===== src/qspi_pkg.sv =====
package qspi_pkg;

    typedef logic [23:0] flash_addr_t;
    typedef logic [31:0] bus_data_t;
    typedef logic [1:0]  bus_size_t;
    typedef logic [1:0]  lane_width_t;
    typedef logic [2:0]  read_mode_t;

    localparam bus_size_t SIZE_1B = 2'd0;
    localparam bus_size_t SIZE_2B = 2'd1;
    localparam bus_size_t SIZE_4B = 2'd2; // code 3 invalid

    localparam lane_width_t LANE_X1 = 2'd0;
    localparam lane_width_t LANE_X2 = 2'd1;
    localparam lane_width_t LANE_X4 = 2'd2;

    localparam int DMY_CNT_W = 4;

    typedef enum logic [2:0] {
        SEQ_IDLE,
        SEQ_GAP,
        SEQ_CMD,
        SEQ_ADDR,
        SEQ_DMY,
        SEQ_DATA,
        SEQ_DONE
    } seq_state_t;

    typedef enum logic [1:0] {
        ENG_IDLE,
        ENG_TX,
        ENG_RX,
        ENG_DMY
    } eng_state_t;

    // mode digits are cmd, addr and data widths; mode 7 falls back to 1-1-1
    function automatic lane_width_t mode_cmd_width(read_mode_t mode);
        case (mode)
            3'd5:    return LANE_X2;
            3'd6:    return LANE_X4;
            default: return LANE_X1;
        endcase
    endfunction

    function automatic lane_width_t mode_addr_width(read_mode_t mode);
        case (mode)
            3'd3, 3'd5: return LANE_X2;
            3'd4, 3'd6: return LANE_X4;
            default:    return LANE_X1;
        endcase
    endfunction

    function automatic lane_width_t mode_data_width(read_mode_t mode);
        case (mode)
            3'd1, 3'd3, 3'd5: return LANE_X2;
            3'd2, 3'd4, 3'd6: return LANE_X4;
            default:          return LANE_X1;
        endcase
    endfunction

    function automatic logic [2:0] size_bytes(bus_size_t size);
        case (size)
            SIZE_2B: return 3'd2;
            SIZE_4B: return 3'd4;
            default: return 3'd1;
        endcase
    endfunction

endpackage


===== src/read_cmd_if.sv =====
interface read_cmd_if import qspi_pkg::*; ();
    logic        start; // one cycle, sequencer idle
    flash_addr_t addr;
    bus_size_t   size;
    logic        done;  // one cycle, ends the read
    bus_data_t   rdata;

    modport port (
        output start, addr, size,
        input  done, rdata
    );

    modport seq (
        input  start, addr, size,
        output done, rdata
    );
endinterface


===== src/shift_if.sv =====
interface shift_if import qspi_pkg::*; ();
    lane_width_t width;
    logic        tx_req;
    logic [7:0]  tx_byte;
    logic        rx_req;
    logic        dmy_req;
    logic        dmy_dir;     // 1 drives the pattern
    logic [3:0]  dmy_pattern;
    logic        tx_done;
    logic        rx_done;
    logic        dmy_done;
    logic [7:0]  rx_byte;     // valid with rx_done

    modport seq (
        output width, tx_req, tx_byte, rx_req, dmy_req, dmy_dir, dmy_pattern,
        input  tx_done, rx_done, dmy_done, rx_byte
    );

    modport eng (
        input  width, tx_req, tx_byte, rx_req, dmy_req, dmy_dir, dmy_pattern,
        output tx_done, rx_done, dmy_done, rx_byte
    );
endinterface


===== src/qspi_bus_port.sv =====
module qspi_bus_port
    import qspi_pkg::*;
(
    input  logic        clk,
    input  logic        rstn,
    input  logic        req,
    input  flash_addr_t addr,
    input  bus_size_t   size,
    input  logic        wr,
    output logic        ack,
    output bus_data_t   rdata,
    output logic        fault,
    read_cmd_if.port    cmd
);
    typedef enum logic [1:0] {
        PORT_IDLE,
        PORT_CHECK,
        PORT_WAIT,
        PORT_ACK
    } port_state_t;

    port_state_t state;
    logic        bad;
    logic        bad_q;

    // only aligned reads reach the flash
    assign bad = wr
              || !(size inside {SIZE_1B, SIZE_2B, SIZE_4B})
              || (addr[0] && size != SIZE_1B)
              || (size == SIZE_4B && addr[1:0] != 2'b00);

    always_ff @(posedge clk) begin
        if (!rstn) begin
            state     <= PORT_IDLE;
            cmd.start <= 1'b0;
            ack       <= 1'b0;
            fault     <= 1'b0;
        end else begin
            cmd.start <= 1'b0;
            case (state)
                PORT_IDLE: begin
                    if (req)
                        state <= PORT_CHECK;
                end
                PORT_CHECK: begin
                    if (bad_q) begin
                        ack   <= 1'b1;
                        fault <= 1'b1;
                        state <= PORT_ACK;
                    end else begin
                        cmd.start <= 1'b1;
                        state     <= PORT_WAIT;
                    end
                end
                PORT_WAIT: begin
                    if (cmd.done) begin
                        ack   <= 1'b1;
                        state <= PORT_ACK;
                    end
                end
                default: begin
                    if (!req) begin // four-phase close
                        ack   <= 1'b0;
                        fault <= 1'b0;
                        state <= PORT_IDLE;
                    end
                end
            endcase
        end
    end

    always_ff @(posedge clk) begin
        if (state == PORT_IDLE && req) begin
            cmd.addr <= addr;
            cmd.size <= size;
            bad_q    <= bad;
        end
        if (state == PORT_CHECK && bad_q)
            rdata <= '0;
        else if (state == PORT_WAIT && cmd.done)
            rdata <= cmd.rdata;
    end

    assert property (@(posedge clk) disable iff (!rstn) $rose(ack) |-> $past(req))
        else $error("ack rose without req");

endmodule


===== src/qspi_read_sequencer.sv =====
module qspi_read_sequencer
    import qspi_pkg::*;
#(
    parameter int CSB_GAP = 2
) (
    input  logic                 clk,
    input  logic                 rstn,
    input  read_mode_t           mode,
    input  logic [7:0]           cmd_octet,
    input  logic [DMY_CNT_W-1:0] dmy_cnt,
    input  logic                 dmy_dir,
    input  logic [3:0]           dmy_pattern,
    output logic                 qspi_csb,
    read_cmd_if.seq              cmd,
    shift_if.seq                 sh
);
    localparam int CNT_W = (CSB_GAP > 15) ? $clog2(CSB_GAP + 1) : DMY_CNT_W;

    seq_state_t       state;
    logic [CNT_W-1:0] cnt;
    logic             kick;      // next shift request goes out
    logic [7:0]       addr_byte;
    logic [CNT_W-1:0] last_byte;

    assign last_byte = CNT_W'(size_bytes(cmd.size) - 3'd1);

    always_comb begin
        case (cnt[1:0])
            2'd2:    addr_byte = cmd.addr[23:16];
            2'd1:    addr_byte = cmd.addr[15:8];
            default: addr_byte = cmd.addr[7:0];
        endcase
    end

    always_comb begin
        case (state)
            SEQ_CMD:           sh.width = mode_cmd_width(mode);
            SEQ_ADDR, SEQ_DMY: sh.width = mode_addr_width(mode); // dummy at addr width
            default:           sh.width = mode_data_width(mode);
        endcase
    end

    assign sh.tx_req      = kick && (state == SEQ_CMD || state == SEQ_ADDR);
    assign sh.dmy_req     = kick && (state == SEQ_DMY);
    assign sh.rx_req      = kick && (state == SEQ_DATA);
    assign sh.tx_byte     = (state == SEQ_CMD) ? cmd_octet : addr_byte;
    assign sh.dmy_dir     = dmy_dir;
    assign sh.dmy_pattern = dmy_pattern;

    always_ff @(posedge clk) begin
        if (!rstn) begin
            state    <= SEQ_IDLE;
            cnt      <= '0;
            kick     <= 1'b0;
            qspi_csb <= 1'b1;
            cmd.done <= 1'b0;
        end else begin
            kick     <= 1'b0;
            cmd.done <= 1'b0;
            case (state)
                SEQ_IDLE: begin
                    if (cmd.start) begin
                        state <= SEQ_GAP;
                        cnt   <= CNT_W'(CSB_GAP - 1);
                    end
                end
                SEQ_GAP: begin
                    if (!qspi_csb) begin
                        state <= SEQ_CMD; // one cycle after csb fell
                        kick  <= 1'b1;
                    end else if (cnt == '0) begin
                        qspi_csb <= 1'b0;
                    end else begin
                        cnt <= cnt - 1'b1;
                    end
                end
                SEQ_CMD: begin
                    if (sh.tx_done) begin
                        state <= SEQ_ADDR;
                        cnt   <= CNT_W'(2); // msb first
                        kick  <= 1'b1;
                    end
                end
                SEQ_ADDR: begin
                    if (sh.tx_done) begin
                        kick <= 1'b1;
                        if (cnt != '0) begin
                            cnt <= cnt - 1'b1;
                        end else if (dmy_cnt != '0) begin
                            state <= SEQ_DMY;
                            cnt   <= CNT_W'(dmy_cnt);
                        end else begin
                            state <= SEQ_DATA;
                            cnt   <= '0;
                        end
                    end
                end
                SEQ_DMY: begin
                    if (sh.dmy_done) begin
                        kick <= 1'b1;
                        if (cnt == CNT_W'(1)) begin
                            state <= SEQ_DATA;
                            cnt   <= '0;
                        end else begin
                            cnt <= cnt - 1'b1;
                        end
                    end
                end
                SEQ_DATA: begin
                    if (sh.rx_done) begin
                        if (cnt == last_byte) begin
                            state    <= SEQ_DONE;
                            qspi_csb <= 1'b1;
                        end else begin
                            cnt  <= cnt + 1'b1;
                            kick <= 1'b1;
                        end
                    end
                end
                SEQ_DONE: begin
                    state    <= SEQ_IDLE;
                    cmd.done <= 1'b1;
                end
                default: state <= SEQ_IDLE;
            endcase
        end
    end

    // byte k lands at bits 8k upward
    always_ff @(posedge clk) begin
        if (state == SEQ_IDLE && cmd.start)
            cmd.rdata <= '0;
        else if (state == SEQ_DATA && sh.rx_done)
            cmd.rdata[{cnt[1:0], 3'b000} +: 8] <= sh.rx_byte;
    end

    assert property (@(posedge clk) disable iff (!rstn)
        cmd.start |-> (state == SEQ_IDLE))
        else $error("start while a read is in flight");

endmodule


===== src/qspi_shift_engine.sv =====
module qspi_shift_engine
    import qspi_pkg::*;
#(
    parameter bit SCLK_IDLE = 1'b0
) (
    input  logic       clk,
    input  logic       rstn,
    input  logic [3:0] qspi_miso,
    output logic       qspi_sclk,
    output logic [3:0] qspi_dir,
    output logic [3:0] qspi_mosi,
    shift_if.eng       sh
);
    eng_state_t state;
    logic [3:0] cnt;       // half periods left
    logic [7:0] sr;        // shared by tx and rx
    logic [7:0] shifted;
    logic [3:0] tx_bits;
    logic [3:0] lane_mask;
    logic [3:0] last_cnt;

    always_comb begin
        case (sh.width)
            LANE_X2: begin
                lane_mask = 4'b0011;
                last_cnt  = 4'd7;
                tx_bits   = {2'b00, sr[7:6]};
                shifted   = {sr[5:0], qspi_miso[1:0]};
            end
            LANE_X4: begin
                lane_mask = 4'b1111;
                last_cnt  = 4'd3;
                tx_bits   = sr[7:4];
                shifted   = {sr[3:0], qspi_miso};
            end
            default: begin
                lane_mask = 4'b0001;
                last_cnt  = 4'd15;
                tx_bits   = {3'b000, sr[7]};
                shifted   = {sr[6:0], qspi_miso[1]}; // x1 reads back on lane 1
            end
        endcase
    end

    assign qspi_sclk   = (state != ENG_IDLE) ? ~cnt[0] : SCLK_IDLE;
    assign sh.tx_done  = (state == ENG_TX) && (cnt == 4'd0);
    assign sh.rx_done  = (state == ENG_RX) && (cnt == 4'd0);
    assign sh.dmy_done = (state == ENG_DMY) && (cnt == 4'd0);
    assign sh.rx_byte  = shifted; // last group straight from the pins

    always_comb begin
        qspi_dir  = 4'b0000;
        qspi_mosi = 4'b0000;
        if (state == ENG_TX) begin
            qspi_dir  = lane_mask;
            qspi_mosi = tx_bits;
        end else if (state == ENG_DMY && sh.dmy_dir) begin
            qspi_dir  = lane_mask;
            qspi_mosi = sh.dmy_pattern & lane_mask;
        end
    end

    always_ff @(posedge clk) begin
        if (!rstn) begin
            state <= ENG_IDLE;
            cnt   <= 4'd0;
        end else if (cnt == 4'd0) begin
            if (sh.tx_req) begin
                state <= ENG_TX;
                cnt   <= last_cnt;
            end else if (sh.rx_req) begin
                state <= ENG_RX;
                cnt   <= last_cnt;
            end else if (sh.dmy_req) begin
                state <= ENG_DMY;
                cnt   <= 4'd1;
            end else begin
                state <= ENG_IDLE;
            end
        end else begin
            cnt <= cnt - 4'd1;
        end
    end

    always_ff @(posedge clk) begin
        if (cnt == 4'd0 && sh.tx_req)
            sr <= sh.tx_byte;
        else if ((state == ENG_TX || state == ENG_RX) && !cnt[0] && cnt != 4'd0)
            sr <= shifted; // end of a high phase
    end

    assert property (@(posedge clk) disable iff (!rstn)
        (sh.tx_req || sh.rx_req || sh.dmy_req) |-> (cnt == 4'd0))
        else $error("shift request while engine busy");

endmodule


===== src/qspi_read_top.sv =====
module qspi_read_top
    import qspi_pkg::*;
#(
    parameter bit SCLK_IDLE = 1'b0,
    parameter int CSB_GAP   = 2
) (
    input  logic                 clk,
    input  logic                 rstn,
    input  logic                 req,
    input  flash_addr_t          addr,
    input  bus_size_t            size,
    input  logic                 wr,
    output logic                 ack,
    output bus_data_t            rdata,
    output logic                 fault,
    input  read_mode_t           mode,
    input  logic [7:0]           cmd_octet,
    input  logic [DMY_CNT_W-1:0] dmy_cnt,
    input  logic                 dmy_dir,
    input  logic [3:0]           dmy_pattern,
    output logic                 qspi_csb,
    output logic                 qspi_sclk,
    output logic [3:0]           qspi_dir,
    output logic [3:0]           qspi_mosi,
    input  logic [3:0]           qspi_miso
);
    read_cmd_if cmd_bus ();
    shift_if    sh_bus ();

    qspi_bus_port qspi_bus_port (
        .clk   (clk),
        .rstn  (rstn),
        .req   (req),
        .addr  (addr),
        .size  (size),
        .wr    (wr),
        .ack   (ack),
        .rdata (rdata),
        .fault (fault),
        .cmd   (cmd_bus.port)
    );

    qspi_read_sequencer #(
        .CSB_GAP(CSB_GAP)
    ) qspi_read_sequencer (
        .clk         (clk),
        .rstn        (rstn),
        .mode        (mode),
        .cmd_octet   (cmd_octet),
        .dmy_cnt     (dmy_cnt),
        .dmy_dir     (dmy_dir),
        .dmy_pattern (dmy_pattern),
        .qspi_csb    (qspi_csb),
        .cmd         (cmd_bus.seq),
        .sh          (sh_bus.seq)
    );

    qspi_shift_engine #(
        .SCLK_IDLE(SCLK_IDLE)
    ) qspi_shift_engine (
        .clk       (clk),
        .rstn      (rstn),
        .qspi_miso (qspi_miso),
        .qspi_sclk (qspi_sclk),
        .qspi_dir  (qspi_dir),
        .qspi_mosi (qspi_mosi),
        .sh        (sh_bus.eng)
    );

endmodule


===== config.mk =====
export PLATFORM = sky130hd
export DESIGN_NAME = qspi_read_top
export DESIGN_NICKNAME = d
export VERILOG_FILES = /design/src/qspi_pkg.sv /design/src/read_cmd_if.sv /design/src/shift_if.sv /design/src/qspi_bus_port.sv /design/src/qspi_read_sequencer.sv /design/src/qspi_shift_engine.sv /design/src/qspi_read_top.sv
export SDC_FILE = /design/constraint.sdc
export NUM_CORES = 1
export LEC_CHECK = 0
export ABC_AREA = 0
export BUFFER_PORTS_ARGS = -buffer_cell sky130_fd_sc_hd__buf_2
export CORE_MARGIN = 1.5
export CORE_UTILIZATION = 51
export DETAILED_ROUTE_END_ITERATION = 8
export PLACE_DENSITY = 0.73
export SETUP_SLACK_MARGIN = 0.02
export SYNTH_ARGS = -nofsm -noshare
export SYNTH_HDL_FRONTEND = slang
export SYNTH_SLANG_ARGS = --single-unit

===== constraint.sdc =====
create_clock -name clk -period 2.4 [get_ports clk]
set_clock_uncertainty 0.1 [all_clocks]
set_input_delay 0.24 -clock clk [delete_from_list [all_inputs] [get_ports clk]]
set_output_delay 0.24 -clock clk [all_outputs]
set_load 0.01 [all_outputs]

Word level (Yosys, flattened, before mapping). Cells that the tools add are included.

Add/sub/neg operators: 5. $mul: 0. Div/mod/pow operators: 0. Order comparisons: 0. Equality and inequality tests: 46. Shift operators: 2. Mux-type cells: 72. Bitwise operators: 4. Reduce and logical (&&, ||, !) cells: 53.

Operator list (count): $mux W4 (19); $bwmux W32 (1); $pmux W8 S2 (2); $shift A8 B7 Y32 const A (1); $shiftx A8 B7 Y32 (1); $mux W3 (9); $mux W8 (3); $pmux W4 S2 (3); $pmux W4 S6 (1); $eq A3 B3 Y1 const B (6); $pmux W3 S6 (1); $reduce_and A9 Y1 (2); $logic_and A1 B1 Y1 (17); $mux W1 (17); $ne A2 B1 Y1 const B (8); $ne A2 B2 Y1 const B (8); $pmux W2 S2 (4); $eq A2 B2 Y1 const B (7); $eq A2 B1 Y1 const B (6); $eq A3 B2 Y1 const B (4); $mux W2 (6); $reduce_bool A4 Y1 (3); $reduce_bool A2 Y1 (5); $reduce_or A2 Y1 (5); 28 further kinds (43).

Flip-flop bits (word level): 120. Latch bits: 0. Bits in writable memories: 0. ROM bits: 0. Input port bits: 54. Output and inout bits: 44. Logic and storage cells: 199. Memories kept: 0.

Logic depth before layout (Yosys ltp). Gate-level depths: netlist (run 1).

Word-level depth: 9. Depth in mapped cells: 12. Depth with buffers taken out: 10.

Cells and area by module. A second synthesis (run 1) with hierarchy kept.

Cells, all modules: 653. Area, all modules: 5808.1 µm².

Modules (own cells, without submodules): qspi_read_sequencer (instances 1, cells each 333, area an instance 2502.4 µm², sequential area each 840.8 µm²); qspi_bus_port (instances 1, cells each 206, area an instance 2254.7 µm², sequential area each 1551.5 µm²); qspi_shift_engine (instances 1, cells each 114, area an instance 1051.0 µm², sequential area each 360.3 µm²).

Worst setup path after synthesis (run 1). OpenSTA, ideal clock, no wires.

Path type: register to register. Start: register qspi_read_sequencer.state[1]. End: register qspi_read_sequencer.cmd.rdata[2]. Setup time: 0.071 ns. Data arrival time: 2.519 ns. Slack: -0.289 ns. Stages on the path, launching flop included: 12. Clock period less this slack: 2.689 ns. Cell sequence: dfxtp_1 -> buf_2 -> nor2b_1 -> clkbuf_1 -> a22oi_1 -> o2111ai_1 -> ha_1 -> clkbuf_1 -> a22oi_1 -> o21ai_0 -> nand3_1 -> a21oi_1.

Word-level cells in the longest chain between the ends: 7.

RTL lines: start: declaration (RTL line qspi_read_sequencer.sv:19) `seq_state_t state;`; start signal: assignment (RTL line qspi_read_sequencer.sv:52) `state <= SEQ_IDLE;`; start signal: assignment (RTL line qspi_read_sequencer.sv:63) `state <= SEQ_GAP;`; start signal: assignment (RTL line qspi_read_sequencer.sv:69) `state <= SEQ_CMD;`; $eq A3 B3 Y1 / $eq A3 B2 Y1 (equally long branches) (RTL line qspi_read_sequencer.sv:36) `case (state)`; $reduce_or A2 Y1; $pmux W2 S2 (RTL line qspi_read_sequencer.sv:36); $eq A2 B2 Y1 / $eq A2 B1 Y1 (equally long branches) (RTL line qspi_shift_engine.sv:23) `case (sh.width)`; $pmux W8 S2 (RTL line qspi_shift_engine.sv:23); $shiftx A8 B7 Y32 (RTL line qspi_read_sequencer.sv:134) `cmd.rdata[{cnt[1:0], 3'b000} +: 8] <= sh.rx_byte;`; $bwmux W32 (RTL line qspi_read_sequencer.sv:134); end signal: indexed assignment (RTL line qspi_read_sequencer.sv:134); end: declaration (RTL line read_cmd_if.sv:15) `output done, rdata`.

Several ways; a longest one is shown, not always the timed one. A chain may end at the register's enable or synchronous reset.

Final worst setup path (run 1).
Start: register qspi_read_sequencer.state[1]. End: output qspi_mosi[0].

Word-level cells in the longest chain between the ends: 6.

RTL lines: $eq A3 B3 Y1 / $eq A3 B2 Y1 (equally long branches) (RTL line qspi_read_sequencer.sv:36); $reduce_or A2 Y1; $pmux W2 S2 (*) (RTL line qspi_read_sequencer.sv:36); $eq A2 B2 Y1 / $eq A2 B1 Y1 (equally long branches) (RTL line qspi_shift_engine.sv:23); $pmux W4 S2 (*) (RTL line qspi_shift_engine.sv:23); $mux W4 (*) (RTL line qspi_shift_engine.sv:54) `if (state == ENG_TX) begin`; end: declaration (RTL line qspi_read_top.sv:24) `output logic [3:0] qspi_mosi,`.

Every way passes the cells marked *; elsewhere a longest branch is shown, timed or not.

==> flow_summary_export.csv, run 1 <==
group,metric,value,unit
clocking,root_buffer,"clkbuf_8",
clocking,clock_path_buffers,2,
synthesis,yosysWarnings,0,
synthesis,synth_seq_cells,120,
finish,layout-drive-gt1-share,27.8,%
routing,drc,0,
timing,max_freq,383,MHz
routing,wl_per_cell,16.1,um
finish,diodes,0,
timing,layout_setup_ws,-0.211,ns
critical_path,rr_worst_depth,11,
global_routing,gr-usage-met3,7.47,%
clocking,clkTransAtPathRegs,0.06,ns
pwr,power.density,925,nW/um2
status,outcome,"finished, violations left",
global_routing,antenna_found_initial,0,
min_path,worstHoldStart,"cmd_octet[6]",
synthesis,yosysSeqAreaShare,48.2,%
timing,rsz0062_at_grt,"yes",
placed_design,dp_cells,861,
clocking,htree_levels,4,
timing,slew_headroom,64.6,%
synthesis,avgSynthCellArea,9.11,um2
global_routing,grt_pass1_vias,4834,
routing,finalWirelength,15000,um
global_routing,grtUsageMet1,32.4,%
critical_path,arrival,2.27,ns
critical_path,cp_max_fo,4,
global_routing,grt_pass1_wl,23500,um
critical_path,endpoint_kind,"output port",
status,violations,"setup timing",
timing,setup_viol,7,
timing,tightest_slew,0.530,ns
synthesis,syn-cell-area,5710,um2
routing,ant_nets,0,
critical_path,reg2reg_from,"qspi_read_sequencer.state[1]$_SDFFE_PN0P_",
timing,finalCritPeriodShare,109,%
clocking,cts_tree,"built",
die,row_count,38,
clocking,cts.sinks,120,
global_routing,grt_overflow,0,
finish,num-nets-final,854,
synthesis,synth_nets,702,
die,fp.dieW,109,um
timing,fin_crit,2.61,ns
critical_path,crit_type,"flop to output port",
clocking,clock_latency,0.52,ns
die,die_h,109,um
critical_path,worstPathRequired,2.06,ns
critical_path,cp-start-kind,"flop",
placed_design,dpl_cell_area,6500,um2
global_routing,grtUsageTotal,26.2,%
critical_path,ff2ff_setup_slack,0.08,ns
finish,final_core_util,70.2,%
routing,firstDrtPassIters,8,
finish,area_growth_syn_to_layout,33.8,%
flow_run,max_cap_viol_count,0,
routing,viasPerCell,5.59,
synthesis,yosysUniqueCellTypes,62,
min_path,whs_endpoint,"qspi_shift_engine.sr[6]$_DFFE_PP_",
placed_design,hpwl,10100,um
finish,stdcell_area,7650,um2
min_path,hp-class,"input port to flop",
timing,hold_violations,0,
global_routing,busiest_layer,"met2",
global_routing,met2_usage,43.9,%
clocking,cts_inserted_buffers,17,
routing,vias,5213,
critical_path,r2r-end,"qspi_shift_engine.sr[6]$_DFFE_PP_",
pwr,power,7.07,mW
die,core,10900,um2
placed_design,gp_congestion,0.938,
placed_design,portBuffers,97,
synthesis,synth_cells,627,
die,initial_core_util,52.5,%
pwr,peakVddDrop,0.000701,V
timing,slew_violations,0,
synthesis,synth_edf_count,35,
synthesis,synthArstFlopShare,0,%
global_routing,grt_max_degree,33,
die,io-pin-count,98,
routing,dr.first_iter.drc_count,380,
min_path,whs_path_depth,3,
pwr,leakage,3.14,nW
synthesis,synth_ff_type,"dfxtp_1",
finish,final_cells,932,
die,die_area,11800,um2
## power breakdown
group          switching [mW]  total (mW)  leakage, nW  internal, mW
Sequential              0.170        2.54         1.02          2.37
Combinational            1.11        1.90         1.81         0.792
Clock                   0.915        2.63        0.305          1.72
Total                    2.19        7.07         3.14          4.88
## layer usage
metal	wire length [um]	vias up
met5	0	-
met4	227	0
met3	981	29
met2	7410	201
met1	6380	2445
li1	-	2538
## synth_stat cells, types with 4 or more instances
cell | instances | area (um2)
nand2_1 | 109 | 409
dfxtp_1 | 85 | 1700
a21oi_1 | 62 | 310
nor2_1 | 51 | 191
a22oi_1 | 42 | 315
edfxtp_1 | 35 | 1050
clkbuf_1 | 31 | 116
o21ai_0 | 28 | 140
ha_1 | 21 | 263
inv_1 | 21 | 78.8
nand3_1 | 18 | 90.1
a211oi_1 | 9 | 67.6
buf_2 | 8 | 40.0
mux2i_1 | 7 | 70.1
and2_1 | 6 | 37.5
nor2b_1 | 6 | 37.5
nor3b_1 | 6 | 45.0
nand2b_1 | 5 | 31.3
nand4_1 | 5 | 31.3
nor3_1 | 5 | 25.0
o21a_1 | 5 | 37.5
or3_1 | 4 | 25.0
## kinds of logic after synthesis
group	synth area share (%)
multiplexers	1.23
AND/OR/NAND/NOR	20.3
flip-flops	48.2
AO/OA/AOI/OAI	20.5
XOR/XNOR	0.460
adder cells (fa/ha/maj)	4.60
buffers and inverters	4.77
## what timing repair did
action	4_1_cts	5_1_grt
pin swaps	8	7
gates resized for setup	20	16
hold buffers	30	0
gates cloned	1	0
endpoints found under the hold margin	30	0
buffers inserted	6	3
endpoints found under the setup margin	5	44
## layout by cell type (no fill, tap or decap), drive strengths merged, types with 23 or more instances in the layout
cell and instances:
nor2 51, clkbuf 23, a22oi 42, buf 146
dfxtp 85, dlygate4sd3 30, edfxtp 35, o21ai 28
nand2 109, a21oi 62
## flip-flops by register name (all words and copies together), names as in the netlist, 3 cells and up
signal                         flops
qspi_shift_engine.cnt              4
qspi_bus_port.rdata               32
qspi_bus_port.cmd.addr            24
qspi_read_sequencer.cnt            4
qspi_read_sequencer.state          3
qspi_read_sequencer.cmd.rdata     32
qspi_shift_engine.sr               8
## critical path, cell delays in order (launching register included)
cell and delay, ns:
dfxtp_4 0.39, nor2b_4 0.18, a22oi_2 0.10, o2111ai_4 0.27, inv_2 0.09, ha_4 0.17, a22oi_2 0.15, o21ai_1 0.07
a22o_1 0.19, buf_2 0.14
## area by class of cell
class | instances | area, um2
sequential | 120 | 2760
fill | 822 | 3240
clock buffer | 23 | 520
clock inverter | 9 | 108
tap | 140 | 175
timing repair buffer | 176 | 1170
multi-input combinational | 443 | 2830
inverter | 21 | 83.8
## worst max path at each step
stage                                              start                                             to  slack [ns]
5_1_grt        qspi_read_sequencer.state[2]$_SDFFE_PN0P_                                   qspi_mosi[0]       -0.32
4_1_cts        qspi_read_sequencer.state[1]$_SDFFE_PN0P_                                   qspi_mosi[0]       -0.20
3_5_place_dp   qspi_read_sequencer.state[2]$_SDFFE_PN0P_  qspi_read_sequencer.cmd.rdata[3]$_SDFFE_PP0P_        0.11
2_1_floorplan    qspi_read_sequencer.cnt[0]$_SDFFE_PN0P_        qspi_read_sequencer.cnt[3]$_SDFFE_PN0P_        0.02
3_3_place_gp   qspi_read_sequencer.state[2]$_SDFFE_PN0P_                                   qspi_mosi[0]        0.17
6_report       qspi_read_sequencer.state[1]$_SDFFE_PN0P_                                   qspi_mosi[0]       -0.21
## through the flow
step / TNS [ns] / setup WS, ns / hold WS, ns
floorplan: 0 / 0.0240 / 0.239
global placement: 0 / 0.175 / 0.316
detailed placement: 0 / 0.108 / 0.318
CTS: -0.728 / -0.199 / 0.00774
global route: -1.59 / -0.317 / 0.0176
finish: -0.894 / -0.211 / 0.0222
No activity file was read; power rests on OpenSTA's default activity.
==> run 2, diff against run 1 <==
- SKIP_CTS_REPAIR_TIMING: not set -> 1
- SYNTH_HIERARCHICAL: not set -> 1
==> flow_summary_export.csv, run 2 <==
group,metric,value,unit
status,outcome,"finished, violations left",
status,violations,"setup timing",
routing,ant_nets,0,
die,die_area,12000,um2
global_routing,grt_pass1_vias,4834,
timing,max_freq,395,MHz
die,row_count,38,
synthesis,synth_nets,726,
synthesis,synthAdderAreaFrac,4.09,%
synthesis,yosysUniqueCellTypes,63,
finish,multi_input_area,2870,um2
flow_run,max_cap_viol_count,0,
finish,diodes,0,
clocking,clock_latency,0.41,ns
routing,finalWirelength,15500,um
synthesis,ys_top_cells_by_area,"dfxtp_1, edfxtp_1, nand2_1",
synthesis,yosysMostFrequentCell,"nand2_1",
routing,drc,0,
routing,dr.first_iter.drc_count,365,
synthesis,synth_ff_type,"dfxtp_1",
clocking,root_buffer,"clkbuf_16",
timing,hold_violations,0,
finish,stdcell_area,7550,um2
timing,finalCritPeriodShare,105,%
timing,rsz0062_at_grt,"yes",
die,core,11000,um2
global_routing,grtUsageTotal,24.6,%
placed_design,hpwl,10200,um
finish,seq_area,2760,um2
finish,final_core_util,68.8,%
global_routing,antenna_found_initial,0,
timing,holdWs,0.0873,ns
die,initial_core_util,52.9,%
critical_path,endpoint_kind,"output port",
critical_path,rr_worst_depth,10,
synthesis,synth_cells,653,
pwr,peakVddDrop,0.000604,V
timing,tightest_slew,0.618,ns
synthesis,synth_seq_cells,120,
clocking,cts.sinks,120,
critical_path,crit_type,"flop to output port",
synthesis,synth_common_cells,"nand2_1, dfxtp_1, a21oi_1, nand3_1, o21ai_0",
die,die_h,110,um
finish,fillers,828,
global_routing,grt_pass1_wl,22400,um
clocking,htree_levels,4,
finish,final_cells,951,
clocking,clock_path_buffers,2,
finish,final_common_cell,"nand2_1",
synthesis,yosys.area_share.simple,20.9,%
placed_design,portBuffers,97,
routing,vias,5332,
finish,layout-drive-gt1-share,27.3,%
min_path,whs_path_depth,4,
synthesis,avgSynthCellArea,8.89,um2
placed_design,dp_cells,878,
synthesis,synth_top_family_by_area,"simple AND/OR/NAND/NOR gates",
synthesis,synthArstFlopShare,0,%
synthesis,yosysWarnings,6,
synthesis,synth.mux.area_fraction,2.76,%
synthesis,yosysSeqAreaShare,47.4,%
clocking,cts_inserted_buffers,17,
finish,final_cell_mix,"nand2_1, buf_2, dfxtp_1",
placed_design,gp_congestion,0.944,
global_routing,grt_overflow,0,
routing,wl_per_cell,16.3,um
routing,viasPerCell,5.61,
timing,tns,-0.249,ns
clocking,clkTransAtPathRegs,0.05,ns
timing,fin_crit,2.53,ns
placed_design,dpl_cell_area,6540,um2
pwr,power.density,1000,nW/um2
timing,slew_violations,0,
critical_path,worstPathRequired,2.06,ns
min_path,hp-class,"input port to flop",
timing,setup_viol,3,
critical_path,cp_max_fo,5,
critical_path,cp-start-kind,"flop",
routing,firstDrtPassIters,6,
synthesis,synth_compound_area_share,18.5,%
synthesis,syn-cell-area,5810,um2
synthesis,yosys.area.top_type_share,29.3,%
clocking,cts_tree,"built",
die,io-pin-count,98,
finish,num-nets-final,871,
timing,slew_headroom,58.8,%
global_routing,grt_max_degree,33,
finish,area_growth_syn_to_layout,30.1,%
pwr,leakage,3.06,nW
timing,layout_setup_ws,-0.132,ns
synthesis,yosys.area.top_type,"dfxtp_1",
finish,reg_top3,"qspi_bus_port/rdata x32, qspi_read_sequencer/cmd.rdata x32, qspi_bus_port/cmd.addr x24",
synthesis,synthXorXnorAreaFrac,1.06,%
die,fp.dieW,110,um
synthesis,synth_edf_count,35,
critical_path,arrival,2.19,ns
==> run 2: worst paths after layout <==
check / start / end / slack [ns]
min reg2reg: qspi_bus_port/rdata[14]$_SDFFE_PP0P_ / qspi_bus_port/rdata[14]$_SDFFE_PP0P_ / 0.35
max: qspi_read_sequencer/state[1]$_SDFFE_PN0P_ / qspi_mosi[0] / -0.13
max reg2reg: qspi_read_sequencer/state[1]$_SDFFE_PN0P_ / qspi_shift_engine/sr[7]$_DFFE_PP_ / 0.07
min: dmy_cnt[3] / qspi_read_sequencer/state[0]$_SDFFE_PN0P_ / 0.09
==> run 2: kinds of logic (layout without fill, tap and decap cells) <==
group | count (synthesis) | count (layout)
flip-flops | 120 | 120
XOR/XNOR | 7 | 7
AO/OA/AOI/OAI | 169 | 169
AND/OR/NAND/NOR | 258 | 258
multiplexers | 15 | 15
adder cells (fa/ha/maj) | 19 | 19
buffers and inverters | 65 | 223
==> run 2: critical path, cell delays in order, from the launching register on <==
cell,delay (ns)
dfxtp_4,0.35
nor2b_4,0.14
buf_4,0.13
a211oi_2,0.21
buf_4,0.18
inv_1,0.06
ha_4,0.17
a22oi_2,0.12
o21ai_1,0.09
a22o_1,0.18
buf_2,0.14
==> run 2: cell type report <==
| cell class | instances | area share [%] |
|---|---|---|
| clock buffers | 23 | 6.61 |
| clock inverters | 9 | 0.812 |
| inverters | 18 | 0.894 |
| multi-input cells | 468 | 37.9 |
| flip-flops and latches | 120 | 36.6 |
| well taps | 140 | 2.32 |
| repair buffers | 173 | 14.9 |
==> run 2: power by group <==
part | internal [mW] | switching (mW) | leakage (nW) | total (mW)
sequential | 2.63 | 0.276 | 1.03 | 2.90
combinational | 0.941 | 1.34 | 1.76 | 2.28
clock | 1.47 | 0.913 | 0.276 | 2.38
==> run 2: routing by layer <==
layer | wire length, um | vias to the layer above | GRT usage [%]
li1 | - | 2568 | -
met1 | 6570 | 2546 | 31.1
met2 | 7800 | 195 | 40.0
met3 | 850 | 23 | 6.46
met4 | 251 | 0 | 9.65
met5 | 0 | - | 0
==> run 2: per-stage QoR <==
stage	worst slack, ns	total power, mW
6_report	-0.132	7.56
5_1_grt	-0.197	7.97
3_3_place_gp	0.197	4.93
3_5_place_dp	0.0739	5.03
4_1_cts	-0.296	7.41
2_1_floorplan	0.0266	4.40
==> run 3, diff against run 2 <==
- CORE_MARGIN: 1.5 -> not set
==> flow_summary_export.csv, run 3 (same netlist as run 2, synthesis figures left out) <==
group,metric,value,unit
clocking,htree_levels,4,
die,row_count,38,
routing,dr.first_iter.drc_count,461,
routing,viasPerCell,5.53,
pwr,power,7.49,mW
finish,final_common_cell,"nand2_1",
critical_path,crit_buf_inv,3,
critical_path,slowest_delay,0.34,ns
global_routing,busiest_layer,"met2",
critical_path,arrival,2.11,ns
finish,final_core_util,68.2,%
critical_path,crit_slowest_cell,"dfxtp_2",
routing,drc,0,
die,initial_core_util,52.9,%
placed_design,pre_cts_ws,0.0926,ns
timing,holdWs,0.0834,ns
clocking,cts.sinks,120,
timing,finalCritPeriodShare,102,%
status,violations,"setup timing",
global_routing,grt_pass1_vias,4562,
clocking,cts_inserted_buffers,17,
routing,finalWirelength,14800,um
pwr,power.density,1000,nW/um2
global_routing,grt_max_degree,33,
critical_path,worstPathRequired,2.06,ns
die,io-pin-count,98,
clocking,clock_path_buffers,2,
global_routing,met2_usage,38.6,%
clocking,clkTransAtPathRegs,0.06,ns
placed_design,gp_congestion,0.922,
min_path,hp-class,"input port to flop",
finish,num-nets-final,866,
critical_path,crit_type,"flop to output port",
global_routing,antenna_found_initial,0,
timing,hold_violations,0,
critical_path,path_common_cell,"buf_4",
finish,layout-drive-gt1-share,26.1,%
global_routing,grt_pass1_wl,21900,um
finish,reg_top3,"qspi_bus_port/rdata x32, qspi_read_sequencer/cmd.rdata x32, qspi_bus_port/cmd.addr x24",
die,core,11000,um2
timing,layout_setup_ws,-0.0470,ns
placed_design,hpwl,9960,um
die,die_h,109,um
routing,wl_per_cell,15.7,um
timing,tightest_slew,0.600,ns
timing,slew_headroom,60.0,%
pwr,peakVddDrop,0.000734,V
critical_path,cp-start-kind,"flop",
clocking,root_buffer,"clkbuf_16",
critical_path,endpoint_kind,"output port",
status,outcome,"finished, violations left",
global_routing,grtUsageMet1,31.4,%
placed_design,portBuffers,97,
global_routing,grtUsageTotal,24.2,%
finish,stdcell_area,7490,um2
timing,setup_viol,4,
routing,ant_nets,0,
finish,diodes,0,
clocking,cts_tree,"built",
die,die_area,11800,um2
flow_run,max_cap_viol_count,0,
timing,fin_crit,2.45,ns
timing,max_freq,409,MHz
placed_design,dpl_cell_area,6530,um2
timing,slew_violations,0,
pwr,leakage,3.05,nW
clocking,clock_latency,0.41,ns
critical_path,critical-path-top-delay-family,"compound AO/OA/AOI/OAI gates",
routing,vias,5234,
routing,firstDrtPassIters,5,
critical_path,cp_max_fo,7,
finish,final_cell_mix,"nand2_1, buf_2, dfxtp_1",
timing,rsz0062_at_grt,"yes",
global_routing,gr-usage-met3,7.41,%
finish,area_growth_syn_to_layout,29.0,%
critical_path,crit_chain,"nor2_2 -> nand2_1 -> a21oi_1 -> a211oi_2 -> buf_4 -> ha_4 -> buf_4 -> a32o_1 -> buf_2",
global_routing,grt_overflow,0,
die,fp.dieW,109,um
==> run 3: worst reg2reg max path, cell delays in order (launching register included) <==
cell	delay, ns
dfxtp_2	0.34
nor2_2	0.13
nand2_1	0.08
a21oi_1	0.18
a211oi_2	0.07
buf_4	0.16
ha_4	0.34
buf_4	0.22
o21ai_1	0.12
mux2_1	0.30
==> run 3: final timing paths <==
path,endpoint,cells after the start,slack (ns),from
worst max-delay path,qspi_mosi[2],9,-0.05,qspi_read_sequencer/state[0]$_SDFFE_PN0P_
worst min-delay path,qspi_read_sequencer/qspi_csb$_SDFFE_PN1P_,2,0.08,rstn
worst max register to register,qspi_shift_engine/sr[0]$_DFFE_PP_,9,0.12,qspi_read_sequencer/state[0]$_SDFFE_PN0P_
worst min register to register,qspi_bus_port/rdata[11]$_SDFFE_PP0P_,2,0.35,qspi_bus_port/rdata[11]$_SDFFE_PP0P_
==> run 3: report_power, final <==
group | switching (mW) | total, mW | leakage [nW] | internal, mW
Clock | 0.939 | 2.41 | 0.291 | 1.47
Sequential | 0.276 | 2.90 | 1.02 | 2.62
Combinational | 1.29 | 2.18 | 1.73 | 0.893
Total | 2.50 | 7.49 | 3.05 | 4.99
==> run 3: final cells by class <==
type / count / area, um2
Clock inverter: 11 / 81.3
Multi-Input combinational cell: 468 / 2830
Clock buffer: 21 / 492
Sequential cell: 120 / 2760
Timing Repair Buffer: 168 / 1090
Fill cell: 831 / 3490
Inverter: 18 / 70.1
Tap cell: 140 / 175
==> run 3: routing by layer <==
layer / vias up / wire length [um] / share of wire, %
met3: 17 / 930 / 6.3
met5: - / 0 / 0
met1: 2459 / 6450 / 43
met4: 0 / 140 / 0.94
li1: 2560 / - / -
met2: 198 / 7300 / 49
==> run 3: metrics by stage <==
stage / std cells / setup TNS [ns]
2_1_floorplan: 653 / 0
3_3_place_gp: 877 / 0
3_5_place_dp: 877 / 0
4_1_cts: 909 / -0.875
5_1_grt: 946 / -0.551
6_report: 946 / -0.135
